<file path="config.mk">
export PLATFORM = sky130hd
export DESIGN_NAME = simple_cpu
export DESIGN_NICKNAME = d
export VERILOG_FILES = /design/src/design/cpu_pkg.sv /design/src/design/cpu_control.sv /design/src/design/alu_unit.sv /design/src/design/shift_unit.sv /design/src/design/reg_file.sv /design/src/design/writeback_select.sv /design/src/design/simple_cpu.sv
export SDC_FILE = /design/constraint.sdc
export NUM_CORES = 2
export LEC_CHECK = 0
export ABC_AREA = 1
export ABC_CLOCK_PERIOD_IN_PS = 11300
export BUFFER_PORTS_ARGS = -buffer_cell sky130_fd_sc_hd__buf_4
export CELL_PAD_IN_SITES_DETAIL_PLACEMENT = 0
export CELL_PAD_IN_SITES_GLOBAL_PLACEMENT = 1
export CORE_ASPECT_RATIO = 0.9
export CORE_MARGIN = 2
export CORE_UTILIZATION = 40
export CTS_CLUSTER_DIAMETER = 100
export CTS_CLUSTER_SIZE = 14
export DETAILED_ROUTE_END_ITERATION = 8
export HOLD_SLACK_MARGIN = 0.15
export PLACE_DENSITY = 0.76
export RECOVER_POWER = 100
export SYNTH_ARGS = -nofsm -noshare
export SYNTH_HDL_FRONTEND = slang
export SYNTH_SLANG_ARGS = --single-unit
</file>
<file path="constraint.sdc">
create_clock -name clk -period 11.3 [get_ports clk]
set_clock_uncertainty 0.1 [all_clocks]
set_input_delay 0.565 -clock clk [delete_from_list [all_inputs] [get_ports clk]]
set_output_delay 0.565 -clock clk [all_outputs]
set_load 0.01 [all_outputs]
</file>
<file path="src/design/cpu_pkg.sv">
package cpu_pkg;

	localparam int data_width = 32;
	localparam int reg_count  = 32;
	// Byte offset bits below a word address
	localparam int addr_lsb   = 2;

	typedef logic [data_width-1:0] word_t;
	typedef logic [4:0]            reg_addr_t;

	// R-type view of an instruction word
	typedef struct packed {
		logic [5:0] opcode;
		reg_addr_t  rs;
		reg_addr_t  rt;
		reg_addr_t  rd;
		reg_addr_t  shamt;
		logic [5:0] funct;
	} r_fields_t;

	// I-type view that also carries the jump index across rs, rt and imm
	typedef struct packed {
		logic [5:0]  opcode;
		reg_addr_t   rs;
		reg_addr_t   rt;
		logic [15:0] imm;
	} i_fields_t;

	typedef union packed {
		r_fields_t r;
		i_fields_t i;
	} instr_t;

	// Three-bit ALU control codes
	typedef enum logic [2:0] {
		alu_and  = 3'b000,
		alu_or   = 3'b001,
		alu_add  = 3'b010,
		alu_sltu = 3'b011,
		alu_xor  = 3'b100,
		alu_nor  = 3'b101,
		alu_sub  = 3'b110,
		alu_slt  = 3'b111
	} alu_op_e;

	// Same as funct[1:0] of the shift instructions
	typedef enum logic [1:0] {
		shift_sll = 2'b00,
		shift_srl = 2'b10,
		shift_sra = 2'b11
	} shift_op_e;

	typedef enum logic [4:0] {
		st_fetch     = 5'b00001,
		st_decode    = 5'b00010,
		st_execute   = 5'b00100,
		st_memory    = 5'b01000,
		st_writeback = 5'b10000
	} cpu_state_e;

	typedef enum logic [2:0] {
		cls_nop,
		cls_alu_reg,
		cls_alu_imm,
		cls_shift,
		cls_lui,
		cls_load,
		cls_store,
		cls_branch_jump
	} instr_class_e;

	// Opcodes
	localparam logic [5:0] op_special = 6'b000000;
	localparam logic [5:0] op_j       = 6'b000010;
	localparam logic [5:0] op_beq     = 6'b000100;
	localparam logic [5:0] op_bne     = 6'b000101;
	localparam logic [5:0] op_addiu   = 6'b001001;
	localparam logic [5:0] op_slti    = 6'b001010;
	localparam logic [5:0] op_sltiu   = 6'b001011;
	localparam logic [5:0] op_andi    = 6'b001100;
	localparam logic [5:0] op_ori     = 6'b001101;
	localparam logic [5:0] op_xori    = 6'b001110;
	localparam logic [5:0] op_lui     = 6'b001111;
	localparam logic [5:0] op_lw      = 6'b100011;
	localparam logic [5:0] op_sw      = 6'b101011;

	// Function codes under op_special
	localparam logic [5:0] fn_sll  = 6'b000000;
	localparam logic [5:0] fn_srl  = 6'b000010;
	localparam logic [5:0] fn_sra  = 6'b000011;
	localparam logic [5:0] fn_sllv = 6'b000100;
	localparam logic [5:0] fn_srlv = 6'b000110;
	localparam logic [5:0] fn_srav = 6'b000111;
	localparam logic [5:0] fn_addu = 6'b100001;
	localparam logic [5:0] fn_subu = 6'b100011;
	localparam logic [5:0] fn_and  = 6'b100100;
	localparam logic [5:0] fn_or   = 6'b100101;
	localparam logic [5:0] fn_xor  = 6'b100110;
	localparam logic [5:0] fn_nor  = 6'b100111;
	localparam logic [5:0] fn_slt  = 6'b101010;
	localparam logic [5:0] fn_sltu = 6'b101011;

endpackage

</file>
<file path="src/design/cpu_control.sv">
`timescale 1ns/1ps

module cpu_control import cpu_pkg::*; #(
	parameter word_t reset_pc = '0
) (
	input  logic         clk,
	input  logic         rst,
	input  word_t        instruction,
	input  word_t        alu_result_now,
	input  logic         alu_zero,
	input  word_t        rs_data,
	output cpu_state_e   state,
	output instr_t       instr,
	output instr_class_e instr_class,
	output alu_op_e      alu_op,
	output logic         alu_b_imm_sel,
	output logic         imm_zero_ext,
	output shift_op_e    shift_op,
	output logic         shift_variable,
	output word_t        pc
);

	cpu_state_e next_state;
	logic       take_branch;
	logic       take_jump;
	word_t      branch_target;
	word_t      jump_target;

	always_ff @(posedge clk) begin
		if (rst) begin
			state <= st_fetch;
		end else begin
			state <= next_state;
		end
	end

	// No-op skips execute, branches finish in execute, stores in memory
	always_comb begin
		case (state)
			st_fetch:   next_state = st_decode;
			st_decode:  next_state = (instr_class == cls_nop) ? st_fetch : st_execute;
			st_execute: begin
				if (instr_class == cls_branch_jump) begin
					next_state = st_fetch;
				end else if (instr_class == cls_load || instr_class == cls_store) begin
					next_state = st_memory;
				end else begin
					next_state = st_writeback;
				end
			end
			st_memory:  next_state = (instr_class == cls_load) ? st_writeback : st_fetch;
			default:    next_state = st_fetch;
		endcase
	end

	// Instruction register, loaded as fetch ends
	always_ff @(posedge clk) begin
		if (state == st_fetch) begin
			instr <= instruction;
		end
	end

	// Decode from the registered word
	always_comb begin
		instr_class    = cls_nop;
		alu_op         = alu_add;
		alu_b_imm_sel  = 1'b0;
		imm_zero_ext   = 1'b0;
		shift_op       = shift_sll;
		shift_variable = 1'b0;
		case (instr.r.opcode)
			op_special: begin
				instr_class = cls_alu_reg;
				case (instr.r.funct)
					fn_addu: alu_op = alu_add;
					fn_subu: alu_op = alu_sub;
					fn_and:  alu_op = alu_and;
					fn_or:   alu_op = alu_or;
					fn_xor:  alu_op = alu_xor;
					fn_nor:  alu_op = alu_nor;
					fn_slt:  alu_op = alu_slt;
					fn_sltu: alu_op = alu_sltu;
					fn_sll, fn_srl, fn_sra, fn_sllv, fn_srlv, fn_srav: begin
						// The all-zero word looks like sll but is the no-op
						instr_class    = (instr == '0) ? cls_nop : cls_shift;
						shift_variable = instr.r.funct[2];
						shift_op       = shift_op_e'(instr.r.funct[1:0]);
					end
					default: instr_class = cls_nop;
				endcase
			end
			op_addiu, op_slti, op_sltiu, op_andi, op_ori, op_xori: begin
				instr_class   = cls_alu_imm;
				alu_b_imm_sel = 1'b1;
				// Logic immediates are zero extended
				imm_zero_ext  = instr.i.opcode[2];
				case (instr.i.opcode)
					op_slti:  alu_op = alu_slt;
					op_sltiu: alu_op = alu_sltu;
					op_andi:  alu_op = alu_and;
					op_ori:   alu_op = alu_or;
					op_xori:  alu_op = alu_xor;
					default:  alu_op = alu_add;
				endcase
			end
			op_lui: instr_class = cls_lui;
			op_lw, op_sw: begin
				instr_class   = (instr.i.opcode == op_lw) ? cls_load : cls_store;
				alu_b_imm_sel = 1'b1;
			end
			op_beq, op_bne, op_j: begin
				// Branch compare is rs minus rt, checked through alu_zero
				instr_class = cls_branch_jump;
				alu_op      = alu_sub;
			end
			default: instr_class = cls_nop;
		endcase
	end

	// pc already holds the delay slot address here
	assign branch_target = pc + {{14{instr.i.imm[15]}}, instr.i.imm, 2'b00};
	assign jump_target   = {pc[31:28], instr.i.rs, instr.i.rt, instr.i.imm, 2'b00};
	assign take_jump     = instr.i.opcode == op_j;
	assign take_branch   = (instr.i.opcode == op_beq && alu_zero) ||
		(instr.i.opcode == op_bne && !alu_zero);

	always_ff @(posedge clk) begin
		if (rst) begin
			pc <= reset_pc;
		end else if (state == st_fetch) begin
			// ALU gives pc plus 4 during fetch
			pc <= alu_result_now;
		end else if (state == st_execute && instr_class == cls_branch_jump) begin
			if (take_jump) begin
				pc <= jump_target;
			end else if (take_branch) begin
				pc <= branch_target;
			end
		end
	end

	state_one_hot: assert property (@(posedge clk) disable iff (rst) $onehot(state));

	pc_word_aligned: assert property (@(posedge clk) disable iff (rst) pc[1:0] == 2'b00);

	// Compare against register zero must resolve on rs alone
	branch_vs_zero: assert property (@(posedge clk) disable iff (rst)
		state == st_execute && instr_class == cls_branch_jump && !take_jump &&
		instr.i.rt == '0 |-> alu_zero == (rs_data == '0));

endmodule

</file>
<file path="src/design/alu_unit.sv">
`timescale 1ns/1ps

module alu_unit import cpu_pkg::*; (
	input  logic        clk,
	input  logic        rst,
	input  cpu_state_e  state,
	input  word_t       pc,
	input  word_t       rs_data,
	input  word_t       rt_data,
	input  logic [15:0] imm,
	input  logic        alu_b_imm_sel,
	input  logic        imm_zero_ext,
	input  alu_op_e     alu_op,
	output word_t       alu_result_now,
	output word_t       alu_result_q,
	output logic        alu_zero
);

	word_t   a_q;
	word_t   b_q;
	alu_op_e op_q;
	word_t   imm_ext;
	word_t   a;
	word_t   b;
	alu_op_e op;

	assign imm_ext = imm_zero_ext ? {16'b0, imm} : {{16{imm[15]}}, imm};

	always_ff @(posedge clk) begin
		if (rst) begin
			op_q <= alu_add;
		end else if (state == st_decode) begin
			op_q <= alu_op;
		end
	end

	// Operands captured as decode ends
	always_ff @(posedge clk) begin
		if (state == st_decode) begin
			a_q <= rs_data;
			b_q <= alu_b_imm_sel ? imm_ext : rt_data;
		end
	end

	// Fetch borrows the ALU for pc plus 4
	assign a  = (state == st_fetch) ? pc : a_q;
	assign b  = (state == st_fetch) ? word_t'(4) : b_q;
	assign op = (state == st_fetch) ? alu_add : op_q;

	always_comb begin
		case (op)
			alu_and:  alu_result_now = a & b;
			alu_or:   alu_result_now = a | b;
			alu_add:  alu_result_now = a + b;
			alu_sub:  alu_result_now = a - b;
			alu_xor:  alu_result_now = a ^ b;
			alu_nor:  alu_result_now = ~(a | b);
			alu_slt:  alu_result_now = word_t'($signed(a) < $signed(b));
			alu_sltu: alu_result_now = word_t'(a < b);
			default:  alu_result_now = a + b;
		endcase
	end

	// Live flag, used for beq and bne during execute
	assign alu_zero = alu_result_now == '0;

	always_ff @(posedge clk) begin
		if (state == st_execute) begin
			alu_result_q <= alu_result_now;
		end
	end

endmodule

</file>
<file path="src/design/shift_unit.sv">
`timescale 1ns/1ps

module shift_unit import cpu_pkg::*; (
	input  logic       clk,
	input  cpu_state_e state,
	input  word_t      rt_data,
	input  word_t      rs_data,
	input  reg_addr_t  shamt,
	input  logic       shift_variable,
	input  shift_op_e  shift_op,
	output word_t      shift_result_q
);

	word_t     value_q;
	reg_addr_t amount_q;
	shift_op_e op_q;
	word_t     result;

	// Variable shifts take the low five bits of rs
	always_ff @(posedge clk) begin
		if (state == st_decode) begin
			value_q  <= rt_data;
			amount_q <= shift_variable ? rs_data[4:0] : shamt;
			op_q     <= shift_op;
		end
	end

	always_comb begin
		case (op_q)
			shift_srl: result = value_q >> amount_q;
			shift_sra: result = word_t'($signed(value_q) >>> amount_q);
			default:   result = value_q << amount_q;
		endcase
	end

	always_ff @(posedge clk) begin
		if (state == st_execute) begin
			shift_result_q <= result;
		end
	end

endmodule

</file>
<file path="src/design/reg_file.sv">
`timescale 1ns/1ps

module reg_file import cpu_pkg::*; (
	input  logic      clk,
	input  reg_addr_t raddr1,
	input  reg_addr_t raddr2,
	output word_t     rdata1,
	output word_t     rdata2,
	input  logic      wen,
	input  reg_addr_t waddr,
	input  word_t     wdata
);

	word_t regs [reg_count];

	// Register zero is never written
	always_ff @(posedge clk) begin
		if (wen && waddr != '0) begin
			regs[waddr] <= wdata;
		end
	end

	// Reads are combinational, r0 forced to zero
	assign rdata1 = (raddr1 == '0) ? '0 : regs[raddr1];
	assign rdata2 = (raddr2 == '0) ? '0 : regs[raddr2];

	waddr_known: assert property (@(posedge clk) wen |-> !$isunknown(waddr));

endmodule

</file>
<file path="src/design/writeback_select.sv">
`timescale 1ns/1ps

module writeback_select import cpu_pkg::*; (
	input  logic         clk,
	input  logic         rst,
	input  cpu_state_e   state,
	input  instr_class_e instr_class,
	input  instr_t       instr,
	input  word_t        alu_result_q,
	input  word_t        shift_result_q,
	input  word_t        read_data,
	output logic         wen,
	output reg_addr_t    waddr,
	output word_t        wdata
);

	word_t load_q;
	logic  writes_reg;

	// Load data held from the memory cycle into write-back
	always_ff @(posedge clk) begin
		if (state == st_memory) begin
			load_q <= read_data;
		end
	end

	always_comb begin
		writes_reg = 1'b1;
		waddr      = instr.i.rt;
		wdata      = alu_result_q;
		case (instr_class)
			cls_alu_reg: waddr = instr.r.rd;
			cls_shift: begin
				waddr = instr.r.rd;
				wdata = shift_result_q;
			end
			cls_alu_imm: wdata = alu_result_q;
			// Immediate into the upper half
			cls_lui:     wdata = {instr.i.imm, 16'b0};
			cls_load:    wdata = load_q;
			default:     writes_reg = 1'b0;
		endcase
	end

	assign wen = writes_reg && state == st_writeback;

	wen_only_in_wb: assert property (@(posedge clk) disable iff (rst)
		wen |-> state == st_writeback);

endmodule

</file>
<file path="src/design/simple_cpu.sv">
`timescale 1ns/1ps

module simple_cpu import cpu_pkg::*; #(
	parameter word_t reset_pc = '0
) (
	input  logic        clk,
	input  logic        rst,
	output word_t       pc,
	input  word_t       instruction,
	output word_t       address,
	output logic        mem_write,
	output word_t       write_data,
	output logic [3:0]  write_strb,
	input  word_t       read_data,
	output logic        mem_read
);

	cpu_state_e   state;
	instr_t       instr;
	instr_class_e instr_class;
	alu_op_e      alu_op;
	logic         alu_b_imm_sel;
	logic         imm_zero_ext;
	shift_op_e    shift_op;
	logic         shift_variable;
	word_t        alu_result_now;
	word_t        alu_result_q;
	logic         alu_zero;
	word_t        shift_result_q;
	word_t        rs_data;
	word_t        rt_data;
	logic         rf_wen;
	reg_addr_t    rf_waddr;
	word_t        rf_wdata;

	cpu_control #(
		.reset_pc(reset_pc)
	) u_control (
		.clk            (clk),
		.rst            (rst),
		.instruction    (instruction),
		.alu_result_now (alu_result_now),
		.alu_zero       (alu_zero),
		.rs_data        (rs_data),
		.state          (state),
		.instr          (instr),
		.instr_class    (instr_class),
		.alu_op         (alu_op),
		.alu_b_imm_sel  (alu_b_imm_sel),
		.imm_zero_ext   (imm_zero_ext),
		.shift_op       (shift_op),
		.shift_variable (shift_variable),
		.pc             (pc)
	);

	alu_unit u_alu (
		.clk            (clk),
		.rst            (rst),
		.state          (state),
		.pc             (pc),
		.rs_data        (rs_data),
		.rt_data        (rt_data),
		.imm            (instr.i.imm),
		.alu_b_imm_sel  (alu_b_imm_sel),
		.imm_zero_ext   (imm_zero_ext),
		.alu_op         (alu_op),
		.alu_result_now (alu_result_now),
		.alu_result_q   (alu_result_q),
		.alu_zero       (alu_zero)
	);

	shift_unit u_shift (
		.clk            (clk),
		.state          (state),
		.rt_data        (rt_data),
		.rs_data        (rs_data),
		.shamt          (instr.r.shamt),
		.shift_variable (shift_variable),
		.shift_op       (shift_op),
		.shift_result_q (shift_result_q)
	);

	reg_file u_regs (
		.clk    (clk),
		.raddr1 (instr.r.rs),
		.raddr2 (instr.r.rt),
		.rdata1 (rs_data),
		.rdata2 (rt_data),
		.wen    (rf_wen),
		.waddr  (rf_waddr),
		.wdata  (rf_wdata)
	);

	writeback_select u_wb (
		.clk            (clk),
		.rst            (rst),
		.state          (state),
		.instr_class    (instr_class),
		.instr          (instr),
		.alu_result_q   (alu_result_q),
		.shift_result_q (shift_result_q),
		.read_data      (read_data),
		.wen            (rf_wen),
		.waddr          (rf_waddr),
		.wdata          (rf_wdata)
	);

	// Word accesses only, so the byte offset is dropped
	assign address    = {alu_result_q[data_width-1:addr_lsb], {addr_lsb{1'b0}}};
	assign write_data = rt_data;
	assign write_strb = 4'b1111;
	assign mem_read   = state == st_memory && instr_class == cls_load;
	assign mem_write  = state == st_memory && instr_class == cls_store;

	mem_rw_exclusive: assert property (@(posedge clk) disable iff (rst)
		!(mem_read && mem_write));

endmodule

</file>
==> metrics.cfg <==
[status]
status=complete, but fails checks
violations=max-capacitance violations, max-slew violations

[critical_path]
crit_chain=clkinvlp_2 -> clkbuf_1 -> buf_4 -> o21ai_0 -> o21ai_0 -> nand2_1 -> a21oi_1 -> buf_4
cp_top_family=buffers and inverters
crit_path_end_kind=output pin
crit_type=reg -> out
critPathLaunchType=register
critPathMaxStageDelay_ps=3440
worst_r2r_path_depth=13
crit_cells=8
critPathBufInv=4
path_max_fanout=60
crit_slowest_cell=clkbuf_1
worst_ep_arrival_time_ps=8810
cp.required_ps=10640
r2r_slack_ps=2300

[layout]
multi_input_area_um2=29400
final_common_cell=nor2_1
regArea_um2=38700
area_delta_synth_final_pct=8.66
final_cell_mix=1368 x nor2_1, 1320 x o21ai_0, 1255 x edfxtp_1, 1214 x nand2_1, 618 x inv_1
nets=8426
n_fill_cell=17696
layout-drive-gt1-share=0.0470

[hold_path]
min_path_cells=2
holdCritPathClass=in -> reg

[placed_design]
dp_hpwl_mm=197
routabilityCongestion=1.02
io_buffers=161

[synthesis]
ys_seq_elements=1305
synth_edf_count=1255
synthDistinctLibCells=63
synth_area_um2=72800
synth-main-ff-cell=edfxtp_1
postSynthCellCount=8299
synth_seq_area_share=0.531
yosysWarnings=0
avgSynthCellArea_um2=8.77
async_flop_share=0

[route]
vias_per_cell=6.27
wire_per_inst_um=29.2
vias=66900
dr.pass1.iters=8
drcViolationCount=0
drtIter0Drc=10663
ant_nets=0
routed_wl_mm=312

[cts]
cts-resized-gates=0
postCtsSetupRepairBufs=0
clock_latency_ps=780
cts_buffers=105
hold_buffers=65
clk_pin_slew_ps=70
clock-sinks=1305
cts_root_buf=clkbuf_16
cts_max_level=3
cts_buffer_depth=3
cts_tree=built

[power_and_ir_drop]
leakagePower_nw=28.8
finalPower_mw=17.8
powerDensity_nw_per_um2=225
vdd_drop_max_uv=163

[timing]
max_freq_ghz=0.106
worst_pin_slew_ps=4790
holdWs_ps=450
setup_violations=0
maxSlewViolCount=2083
final_hold_viol_count=0
layout_min_cycle_time_ps=9470
max_slew_margin=-2.20
fin_setup_tns_ps=0
min_period_over_period=0.838
rsz0062_at_grt=false

[die]
fp.dieW_um=454
core-area_um2=181000
initial_core_util=0.403
num_rows=148
die_y_um=409
ios=168
dieArea_um2=185000

[global_routing]
grt_pass1_vias=61228
overflow=0
grt_pass1_wl_mm=439
grt_start_max_net_pins=190
grt_usage=0.324
grt_antenna_before_repair=20

[job]
cap_violations=60

[synthesized netlist by cell type, types with 6 or more instances]
cell	count	area share
nor3_2	6	0.00082
edfxtp_1	1255	0.52
o311ai_0	10	0.0012
buf_2	27	0.0019
buf_6	8	0.0012
inv_1	623	0.032
mux2i_1	11	0.0015
clkbuf_1	505	0.026
buf_1	39	0.0020
inv_2	19	0.00098
o2111ai_1	18	0.0022
a221oi_1	6	0.00072
o211ai_1	54	0.0056
and2_1	13	0.0011
ha_1	133	0.023
nor2_1	1388	0.072
o21ai_0	1313	0.090
o21a_1	8	0.00082
a211oi_1	8	0.00082
a21oi_1	286	0.020
nand4_1	54	0.0046
o221ai_1	415	0.050
nor2_2	15	0.0013
dfxtp_1	50	0.014
nand3_2	8	0.0011
a31oi_1	74	0.0064
buf_4	50	0.0052
xor2_1	14	0.0017
nand2_1	1211	0.062
nand2_2	9	0.00077
xnor2_1	7	0.00084
a32o_1	11	0.0015
o22ai_1	104	0.0089
nor3_1	27	0.0019
o21ai_1	11	0.00076
nand3_1	431	0.030
a22oi_1	8	0.00082
or2_2	16	0.0014
[registers in the layout, summed over array words and instances (netlist names), named ones only]
| signal | count |
|---|---|
| u_wb.load_q | 32 |
| u_alu.op_q | 3 |
| u_shift.amount_q | 5 |
| u_shift.shift_result_q | 32 |
| u_control.state | 5 |
| u_alu.b_q | 32 |
| u_regs.regs | 1024 |
| u_shift.op_q | 2 |
| u_alu.alu_result_q | 32 |
| u_shift.value_q | 32 |
| u_alu.a_q | 32 |
| u_control.instr | 32 |
| u_control.pc | 32 |
[logic make-up (layout without fill, tap and decap cells)]
logic type      count (synthesis)  in the layout  synth area share
xor+xnor                       21             21           0.00253
buf+inv                      1276           1198            0.0697
compound gates               2348           2348             0.192
mux                            11             11           0.00151
flops                        1305           1305             0.531
simple gates                 3200           3200             0.179
other cells                     2             50          0.000103
fa+ha+maj                     136            136            0.0237
[stage by stage]
step                       util  setup WS (ps)  cells  instance area [µm²]
after global placement    0.424           4790  10452                76500
after CTS                 0.443           4730  10657                80100
final                     0.438           1830  10669                79100
after detailed placement  0.424           4750  10452                76500
after floorplan               -           2110   8335                72900
after global routing      0.438           2020  10659                79100
[per-layer routing]
metal | track usage | vias to the layer above | share of wire
met5 | 0 | - | 0.00011
met4 | 0.141 | 6 | 0.052
met3 | 0.0631 | 778 | 0.12
met2 | 0.487 | 4713 | 0.43
met1 | 0.455 | 32330 | 0.40
li1 | - | 29073 | -
[worst paths after layout]
path / start / endpoint
setup / recovery: register / write_data[27]
hold / removal: instruction[28] / u_control.instr[28]$_DFFE_PP_
setup reg to reg: u_control.instr[6]$_DFFE_PP_ / u_regs.regs[17][31]$_DFFE_PP_
hold reg to reg: u_control.pc[28]$_SDFFE_PP0P_ / u_control.pc[28]$_SDFFE_PP0P_
[final cells by class]
class,count,share of cell area
flip-flops and latches,1305,0.489
multi-input cells,5754,0.371
clock inverters,11,0.00251
diodes,12,0.000380
inverters,647,0.0312
clock buffers,129,0.0344
repair buffers,411,0.0329
well taps,2400,0.0380
[power by group]
group / switching (mW) / internal [mW]
combinational: 6.28 / 2.13
clock: 1.79 / 1.69
sequential: 0.326 / 5.58
total: 8.39 / 9.40
Power figures use the tool's default switching activity.
